[src/cpu_cfg.svh]
// Core configuration constants
`ifndef CPU_CFG_SVH
`define CPU_CFG_SVH

// ----------------------------------------
// Bus widths
// ----------------------------------------

// Address bus, full 64K map
`define CPU_ADDR_W 16

// Data bus, one byte per access
`define CPU_DATA_W 8

// ----------------------------------------
// Reset behaviour
// ----------------------------------------

// Vector high byte lives here
// Low byte follows at the next address, big-endian
`define CPU_RESET_VECTOR 16'hFFFE

// E, F and I set out of reset
// N, Z, V, C and H clear
`define CPU_CC_RESET 8'hD0

`endif

[src/cpu_types_pkg.sv]
// Core bus and pipeline types
`include "cpu_cfg.svh"

package cpu_types_pkg;

  // ----------------------------------------
  // Bus types
  // ----------------------------------------

  // Memory address
  typedef logic [`CPU_ADDR_W-1:0] addr_t;

  // Data byte, also used for A, B and CC
  typedef logic [`CPU_DATA_W-1:0] byte_t;

  // ----------------------------------------
  // Fetch FSM
  // ----------------------------------------

  typedef enum logic [1:0] {
    fetch_reset,   // Parked during reset
    fetch_vec_hi,  // Reading FFFE
    fetch_vec_lo,  // Reading FFFF
    fetch_opcode   // One opcode per cycle
  } fetch_state_t;

  // ----------------------------------------
  // Inter-module structs
  // ----------------------------------------

  // Fetch to ALU
  typedef struct packed {
    logic  valid;
    byte_t opcode;
  } issue_t;

  // Architectural registers as seen by the ALU
  typedef struct packed {
    byte_t a;
    byte_t b;
    byte_t cc;
  } arch_state_t;

  // ALU to register file
  typedef struct packed {
    logic  valid;
    byte_t opcode;
    logic  write_a;
    logic  write_b;
    byte_t result;
    byte_t cc;
  } writeback_t;

  // Retirement record, post-instruction values
  typedef struct packed {
    byte_t opcode;
    byte_t a;
    byte_t b;
    byte_t cc;
  } trace_t;

endpackage

[src/m6809_isa_pkg.sv]
// 6809 instruction set subset
package m6809_isa_pkg;

  // ----------------------------------------
  // Condition codes
  // ----------------------------------------

  // Full CC register
  typedef logic [7:0] cc_t;

  // Bit positions
  localparam int CC_E = 7;  // Entire state saved
  localparam int CC_F = 6;  // FIRQ mask
  localparam int CC_H = 5;  // Half carry
  localparam int CC_I = 4;  // IRQ mask
  localparam int CC_N = 3;  // Negative
  localparam int CC_Z = 2;  // Zero
  localparam int CC_V = 1;  // Overflow
  localparam int CC_C = 0;  // Carry

  // ----------------------------------------
  // Inherent accumulator opcodes
  // ----------------------------------------

  // Row 4x works on A, row 5x on B
  // Low nibble picks the operation
  localparam logic [7:0] OP_CLRA = 8'h4F;
  localparam logic [7:0] OP_CLRB = 8'h5F;

  localparam logic [7:0] OP_INCA = 8'h4C;
  localparam logic [7:0] OP_INCB = 8'h5C;

  localparam logic [7:0] OP_COMA = 8'h43;
  localparam logic [7:0] OP_COMB = 8'h53;

  // ASL and LSL share an encoding
  localparam logic [7:0] OP_ASLA = 8'h48;
  localparam logic [7:0] OP_ASLB = 8'h58;

  localparam logic [7:0] OP_ASRA = 8'h47;
  localparam logic [7:0] OP_ASRB = 8'h57;

  localparam logic [7:0] OP_LSRA = 8'h44;
  localparam logic [7:0] OP_LSRB = 8'h54;

  // ----------------------------------------
  // ALU operations
  // ----------------------------------------

  typedef enum logic [2:0] {
    alu_none,  // Retire as no-op
    alu_clr,
    alu_inc,
    alu_com,
    alu_asl,
    alu_asr,
    alu_lsr
  } alu_op_t;

endpackage

[src/fetch_sequencer.sv]
// Reset vector and opcode fetch
`include "cpu_cfg.svh"

module fetch_sequencer (
  input  logic                  clk,
  input  logic                  reset_b,
  input  logic                  halt_b,
  input  cpu_types_pkg::byte_t  data_in,
  output cpu_types_pkg::addr_t  addr,
  output cpu_types_pkg::issue_t issue
);

  // ----------------------------------------
  // State
  // ----------------------------------------

  cpu_types_pkg::fetch_state_t state_q;
  cpu_types_pkg::fetch_state_t state_nxt;

  // Program counter, doubles as the bus address
  cpu_types_pkg::addr_t pc_q;
  cpu_types_pkg::addr_t pc_nxt;

  // Vector high byte, held until the low byte arrives
  cpu_types_pkg::byte_t vec_hi_q;

  // Issue register
  cpu_types_pkg::byte_t opcode_q;
  logic                 issue_valid_q;

  // Opcode accepted this cycle
  logic take_opcode;

  // halt_b only gates opcode fetches
  assign take_opcode = (state_q == cpu_types_pkg::fetch_opcode) && halt_b;

  // ----------------------------------------
  // Next state and PC
  // ----------------------------------------

  always_comb begin
    state_nxt = state_q;
    pc_nxt    = pc_q;
    case (state_q)
      cpu_types_pkg::fetch_reset: begin
        // Address already parked on FFFE
        state_nxt = cpu_types_pkg::fetch_vec_hi;
      end
      cpu_types_pkg::fetch_vec_hi: begin
        state_nxt = cpu_types_pkg::fetch_vec_lo;
        pc_nxt    = pc_q + 1'b1;
      end
      cpu_types_pkg::fetch_vec_lo: begin
        // Big-endian vector, jump straight to it
        state_nxt = cpu_types_pkg::fetch_opcode;
        pc_nxt    = cpu_types_pkg::addr_t'({vec_hi_q, data_in});
      end
      cpu_types_pkg::fetch_opcode: begin
        // Hold address while halted
        if (halt_b) begin
          pc_nxt = pc_q + 1'b1;
        end
      end
      default: begin
        state_nxt = cpu_types_pkg::fetch_reset;
      end
    endcase
  end

  // ----------------------------------------
  // Registers
  // ----------------------------------------

  always_ff @(posedge clk or negedge reset_b) begin
    if (!reset_b) begin
      state_q       <= cpu_types_pkg::fetch_reset;
      pc_q          <= `CPU_RESET_VECTOR;
      issue_valid_q <= 1'b0;
    end else begin
      state_q       <= state_nxt;
      pc_q          <= pc_nxt;
      issue_valid_q <= take_opcode;
    end
  end

  // Payload bytes
  always_ff @(posedge clk) begin
    if (state_q == cpu_types_pkg::fetch_vec_hi) begin
      vec_hi_q <= data_in;
    end
    if (take_opcode) begin
      opcode_q <= data_in;
    end
  end

  assign addr  = pc_q;
  assign issue = '{valid: issue_valid_q, opcode: opcode_q};

  // Each issued opcode came from the address just before the current one
  a_addr_step: assert property (
    @(posedge clk) disable iff (!reset_b)
    issue.valid |-> (addr == cpu_types_pkg::addr_t'($past(addr) + 1'b1))
  ) else $error("addr did not step by one on an issuing cycle");

endmodule

[src/accum_alu.sv]
// Accumulator ALU and decode
module accum_alu (
  input  cpu_types_pkg::issue_t      issue,
  input  cpu_types_pkg::arch_state_t arch,
  output cpu_types_pkg::writeback_t  wb
);

  // Opcode rows for the two accumulators
  localparam logic [3:0] ROW_A = 4'h4;
  localparam logic [3:0] ROW_B = 4'h5;

  // ----------------------------------------
  // Decode
  // ----------------------------------------

  m6809_isa_pkg::alu_op_t op;
  logic                   sel_a;
  logic                   sel_b;

  always_comb begin
    case (issue.opcode)
      m6809_isa_pkg::OP_CLRA, m6809_isa_pkg::OP_CLRB: op = m6809_isa_pkg::alu_clr;
      m6809_isa_pkg::OP_INCA, m6809_isa_pkg::OP_INCB: op = m6809_isa_pkg::alu_inc;
      m6809_isa_pkg::OP_COMA, m6809_isa_pkg::OP_COMB: op = m6809_isa_pkg::alu_com;
      m6809_isa_pkg::OP_ASLA, m6809_isa_pkg::OP_ASLB: op = m6809_isa_pkg::alu_asl;
      m6809_isa_pkg::OP_ASRA, m6809_isa_pkg::OP_ASRB: op = m6809_isa_pkg::alu_asr;
      m6809_isa_pkg::OP_LSRA, m6809_isa_pkg::OP_LSRB: op = m6809_isa_pkg::alu_lsr;
      default:                                        op = m6809_isa_pkg::alu_none;
    endcase
  end

  // High nibble picks source and destination
  assign sel_a = issue.opcode[7:4] == ROW_A;
  assign sel_b = issue.opcode[7:4] == ROW_B;

  // ----------------------------------------
  // Datapath
  // ----------------------------------------

  cpu_types_pkg::byte_t operand;
  cpu_types_pkg::byte_t result;
  logic                 flag_v;
  logic                 flag_c;
  m6809_isa_pkg::cc_t   cc_old;
  m6809_isa_pkg::cc_t   cc_new;

  assign operand = sel_b ? arch.b : arch.a;
  assign cc_old  = arch.cc;

  always_comb begin
    // V and C hold unless the op says otherwise
    result = operand;
    flag_v = cc_old[m6809_isa_pkg::CC_V];
    flag_c = cc_old[m6809_isa_pkg::CC_C];
    case (op)
      m6809_isa_pkg::alu_clr: begin
        result = '0;
        flag_v = 1'b0;
        flag_c = 1'b0;
      end
      m6809_isa_pkg::alu_inc: begin
        // Signed overflow only out of 7F
        result = operand + 1'b1;
        flag_v = operand == 8'h7F;
      end
      m6809_isa_pkg::alu_com: begin
        result = ~operand;
        flag_v = 1'b0;
        flag_c = 1'b1;
      end
      m6809_isa_pkg::alu_asl: begin
        result = {operand[6:0], 1'b0};
        flag_v = operand[7] ^ operand[6];
        flag_c = operand[7];
      end
      m6809_isa_pkg::alu_asr: begin
        // Sign bit replicated
        result = {operand[7], operand[7:1]};
        flag_c = operand[0];
      end
      m6809_isa_pkg::alu_lsr: begin
        result = {1'b0, operand[7:1]};
        flag_c = operand[0];
      end
      default: begin
        result = operand;
      end
    endcase
  end

  // ----------------------------------------
  // Condition codes
  // ----------------------------------------

  // Mask bits and H pass straight through
  always_comb begin
    cc_new[m6809_isa_pkg::CC_E] = cc_old[m6809_isa_pkg::CC_E];
    cc_new[m6809_isa_pkg::CC_F] = cc_old[m6809_isa_pkg::CC_F];
    cc_new[m6809_isa_pkg::CC_H] = cc_old[m6809_isa_pkg::CC_H];
    cc_new[m6809_isa_pkg::CC_I] = cc_old[m6809_isa_pkg::CC_I];
    // N and Z always follow the result
    cc_new[m6809_isa_pkg::CC_N] = result[7];
    cc_new[m6809_isa_pkg::CC_Z] = result == '0;
    cc_new[m6809_isa_pkg::CC_V] = flag_v;
    cc_new[m6809_isa_pkg::CC_C] = flag_c;
  end

  // Unknown opcodes leave everything alone
  assign wb.valid   = issue.valid;
  assign wb.opcode  = issue.opcode;
  assign wb.write_a = issue.valid && (op != m6809_isa_pkg::alu_none) && sel_a;
  assign wb.write_b = issue.valid && (op != m6809_isa_pkg::alu_none) && sel_b;
  assign wb.result  = result;
  assign wb.cc      = (op == m6809_isa_pkg::alu_none) ? cc_old : cc_new;

  // One accumulator per instruction
  always_comb begin
    a_one_dest: assert final (!(wb.write_a && wb.write_b))
      else $error("writeback targets both A and B");
  end

endmodule

[src/accum_regfile.sv]
// Accumulator registers and trace port
`include "cpu_cfg.svh"

module accum_regfile (
  input  logic                       clk,
  input  logic                       reset_b,
  input  cpu_types_pkg::writeback_t  wb,
  output cpu_types_pkg::arch_state_t arch,
  output cpu_types_pkg::trace_t      trace,
  output logic                       trace_valid
);

  // ----------------------------------------
  // Architectural state
  // ----------------------------------------

  cpu_types_pkg::byte_t a_q;
  cpu_types_pkg::byte_t b_q;
  m6809_isa_pkg::cc_t   cc_q;

  // Post-instruction values
  cpu_types_pkg::byte_t a_nxt;
  cpu_types_pkg::byte_t b_nxt;
  m6809_isa_pkg::cc_t   cc_nxt;

  assign a_nxt  = wb.write_a ? wb.result : a_q;
  assign b_nxt  = wb.write_b ? wb.result : b_q;
  assign cc_nxt = wb.valid ? wb.cc : cc_q;

  always_ff @(posedge clk or negedge reset_b) begin
    if (!reset_b) begin
      a_q  <= '0;
      b_q  <= '0;
      cc_q <= `CPU_CC_RESET;
    end else begin
      a_q  <= a_nxt;
      b_q  <= b_nxt;
      cc_q <= cc_nxt;
    end
  end

  assign arch = '{a: a_q, b: b_q, cc: cc_q};

  // ----------------------------------------
  // Retirement trace
  // ----------------------------------------

  cpu_types_pkg::trace_t trace_q;

  always_ff @(posedge clk or negedge reset_b) begin
    if (!reset_b) begin
      trace_valid <= 1'b0;
    end else begin
      trace_valid <= wb.valid;
    end
  end

  // Entry only captured on retirement
  always_ff @(posedge clk) begin
    if (wb.valid) begin
      trace_q <= '{opcode: wb.opcode, a: a_nxt, b: b_nxt, cc: cc_nxt};
    end
  end

  assign trace = trace_q;

  // Vector fetch still under way, nothing can retire yet
  a_quiet_after_reset: assert property (
    @(posedge clk) $rose(reset_b) |=> !trace_valid
  ) else $error("trace_valid high right after reset release");

endmodule

[src/core6809.sv]
// 6809 accumulator core top level
module core6809 (
  input  logic                  clk,
  input  logic                  reset_b,
  input  logic                  halt_b,
  input  cpu_types_pkg::byte_t  data_in,
  output cpu_types_pkg::addr_t  addr,
  output cpu_types_pkg::trace_t trace,
  output logic                  trace_valid
);

  // ----------------------------------------
  // Internal paths
  // ----------------------------------------

  cpu_types_pkg::issue_t      issue;
  cpu_types_pkg::arch_state_t arch;
  cpu_types_pkg::writeback_t  wb;

  // Fetch side, owns the bus
  fetch_sequencer i_fetch_sequencer (
    .clk     (clk),
    .reset_b (reset_b),
    .halt_b  (halt_b),
    .data_in (data_in),
    .addr    (addr),
    .issue   (issue)
  );

  // Combinational execute
  accum_alu i_accum_alu (
    .issue (issue),
    .arch  (arch),
    .wb    (wb)
  );

  // Registers and trace
  accum_regfile i_accum_regfile (
    .clk         (clk),
    .reset_b     (reset_b),
    .wb          (wb),
    .arch        (arch),
    .trace       (trace),
    .trace_valid (trace_valid)
  );

endmodule

[config.mk]
export PLATFORM = sky130hd
export DESIGN_NAME = core6809
export DESIGN_NICKNAME = d
export VERILOG_FILES = /design/src/cpu_types_pkg.sv /design/src/m6809_isa_pkg.sv /design/src/fetch_sequencer.sv /design/src/accum_alu.sv /design/src/accum_regfile.sv /design/src/core6809.sv
export VERILOG_INCLUDE_DIRS = /design/src /design/src/src
export SDC_FILE = /design/constraint.sdc
export NUM_CORES = 1
export LEC_CHECK = 0
export BUFFER_PORTS_ARGS = -buffer_cell sky130_fd_sc_hd__buf_2
export CORE_MARGIN = 2
export CORE_UTILIZATION = 58
export CTS_CLUSTER_DIAMETER = 30
export DETAILED_ROUTE_END_ITERATION = 8
export GPL_ROUTABILITY_DRIVEN = 0
export PLACE_DENSITY_LB_ADDON = 0.12
export REMOVE_ABC_BUFFERS = 1
export SYNTH_ARGS = -nofsm -noshare
export SYNTH_HDL_FRONTEND = slang
export SYNTH_HIERARCHICAL = 1
export SYNTH_SLANG_ARGS = --single-unit
[constraint.sdc]
create_clock -name clk -period 3.3 [get_ports clk]
set_clock_uncertainty 0.05 [all_clocks]
set_input_delay 0.495 -clock clk [delete_from_list [all_inputs] [get_ports clk]]
set_output_delay 0.495 -clock clk [all_outputs]
set_load 0.1 [all_outputs]
==> impl_metrics.toml <==
[clocking]
cts_tree = "yes"
clock_latency_ns = 0.36
cts_max_level = 3
cts_buffers = 9
clockBufferDepth = 2
cts.root.buffer_cell = "clkbuf_8"
cts_hold_buffers = 0
clk_pin_slew_ns = 0.09
cts_sinks = 92

[yosys]
ys_warn_count = 6
yosysMostFrequentCell = "edfxtp_1"
synthTopCellsByArea = "edfxtp_1, dfrtp_1, dfstp_2, mux2_4, mux2i_1"
synth_top_area_share_pct = 31.3
synthFlopType = "edfxtp_1"
ys_seq_area_share_pct = 55.6
async_reset_ff_share_pct = 47.8
netlist_instances = 370
synth-edff-count = 48
avgSynthCellArea_um2 = 12.5
synth.largest_area_cell = "edfxtp_1"
syn_area_mm2 = 0.00461
synth.distinct_cells = 64
ys_ff_latch = 92
yosys-top-cells-count = "edfxtp_1, dfrtp_1, mux2_4"

[layout]
areaGrowthSynthToFinish_pct = 12.1
layout-drive-gt1-share_pct = 34.5
fin_nets = 442
num_antenna_cells = 0

[die]
die_h_um = 93.2
die_w_um = 93.2
dieArea_mm2 = 0.00868
start_util_pct = 59.7
core_area_mm2 = 0.00773
io_pins = 60
rows = 32

[route]
route.detailed.drc = 0
vias_per_cell = 5.90
wl_per_cell_um = 17.5
vias = 3135
m1WireLength_um = 3850
firstDrtPassIters = 4
totalWireLength_um = 9310
dr_wl_met2_um = 4790
routed.top_layer = "met4"
met3_length_um = 515
drtIter0Drc = 153
ant_nets = 0

[global_route]
track_usage_pct = 22.8
grt_pass1_wl_um = 15200
grt_max_degree = 45
grt_overflow = 0
antenna_found_initial = 0
grt_pass1_vias = 3045

[timing]
hold-worst-slack_ns = 0.266
worstMarginPinSlew_ns = 1.02
setup_viol = 0
slew_headroom_pct = 31.7
maxSlewViolCount = 0
tns_ns = 0
fmax_ghz = 0.309
period_share_pct = 98.1
period_needed_ns = 3.24
report.final.hold_viol_count = 0

[job]
maxCapViolations = 0

[setup_path]
crit_required_ns = 3.49
critPathKind = "reg -> reg"
cp-startpoint = "i_fetch_sequencer/opcode_q[7]"
crit_fanout = 12
endpoint_kind = "flop"
start_kind = "flop"
cp.arrival_ns = 3.42
ff2ff_path_depth = 9
timing.rr.start = "i_fetch_sequencer/opcode_q[7]"

[power_and_ir_drop]
p_leak_nw = 2.12
total_power_mw = 3.08
peakVddDrop_mv = 0.562
power_density_mw_per_mm2 = 596

[run_status]
status = "finished, final reports clean"

[placed_design]
hpwl_um = 6540
portBuffers = 59

[min_path]
hold_path.class = "in -> async"
layout make-up:
class,instances,area (um^2)
clock buffers,11,141
inverters,15,56.3
multi-input cells,235,1830
clock inverters,5,61.3
well taps,102,128
flip-flops and latches,92,2570
fillers,582,2560
repair buffers,71,385
worst paths after layout:
path / to / slack [ns]
worst max-delay path: i_accum_regfile/trace[2] / 0.06
worst min-delay path: i_accum_regfile/a_q[6] / 0.27
worst max register to register: i_accum_regfile/trace[2] / 0.06
worst min register to register: i_fetch_sequencer/addr[15] / 0.45
max in group asynchronous: i_fetch_sequencer/issue_valid_q / 2.24
min in group clk: i_fetch_sequencer/vec_hi_q[0] / 0.29
report_power, final:
part	internal [mW]	switching (mW)
combinational	0.157	0.701
clock	0.374	0.393
sequential	1.34	0.113
stage by stage:
stage | area, um^2 | utilization (%) | setup slack, ns | std cells
2_1_floorplan | 4410 | - | -0.588 | 342
3_3_place_gp | 4930 | 63.8 | 0.169 | 514
3_5_place_dp | 4930 | 63.8 | -0.00739 | 514
4_1_cts | 5130 | 66.4 | 0.0200 | 530
5_1_grt | 5170 | 66.9 | -0.0408 | 531
6_report | 5170 | 66.9 | 0.0636 | 531
critical path, stage by stage (launching register included):
cell and delay [ns]:
edfxtp_1 0.49, nor4bb_4 0.30, buf_4 0.18, buf_4 0.24, mux2i_1 0.49, o21ai_1 0.13
a211o_1 0.36, or3_1 0.42, o41ai_2 0.24, mux2_4 0.20
layout by cell type (no fill, tap or decap), types with 6 or more instances in the layout:
cell	count
o22ai_1	6
a21oi_1	21
mux2_4	24
dfrtp_1	25
nor3_1	12
nand4_1	7
nand3_1	12
o21ai_0	17
buf_2	59
dfstp_2	18
inv_1	14
nor2_1	15
buf_4	12
edfxtp_1	48
clkbuf_8	10
mux2i_1	13
ha_1	7
nand2_1	23
kinds of logic after synthesis:
| logic type | synth area share (%) |
|---|---|
| XOR/XNOR | 0.950 |
| multiplexers | 12.5 |
| AND/OR/NAND/NOR | 12.1 |
| adder cells (fa/ha/maj) | 1.90 |
| AO/OA/AOI/OAI | 11.5 |
| buffers and inverters | 5.54 |
| flip-flops | 55.6 |
layer usage:
| metal | vias up | track usage, % |
|---|---|---|
| li1 | 1489 | - |
| met1 | 1520 | 27.9 |
| met2 | 113 | 39.9 |
| met3 | 13 | 5.08 |
| met4 | 0 | 7.97 |
| met5 | - | 0 |
registers in the layout, indices dropped and copies added, names as in the netlist:
name and count:
i_accum_regfile/a_q 8, i_accum_regfile/cc_q 8, i_fetch_sequencer/opcode_q 8, i_accum_regfile/trace_valid 1
i_fetch_sequencer/issue_valid_q 1, i_fetch_sequencer/vec_hi_q 8, i_fetch_sequencer/addr 16, i_fetch_sequencer/state_q 2
i_accum_regfile/trace 32, i_accum_regfile/b_q 8
repair_timing:
action,CTS,global route
gates resized for setup,0,5
setup buffers,0,1
endpoints found under the setup margin,0,2
(Power assumes the default switching activity.)
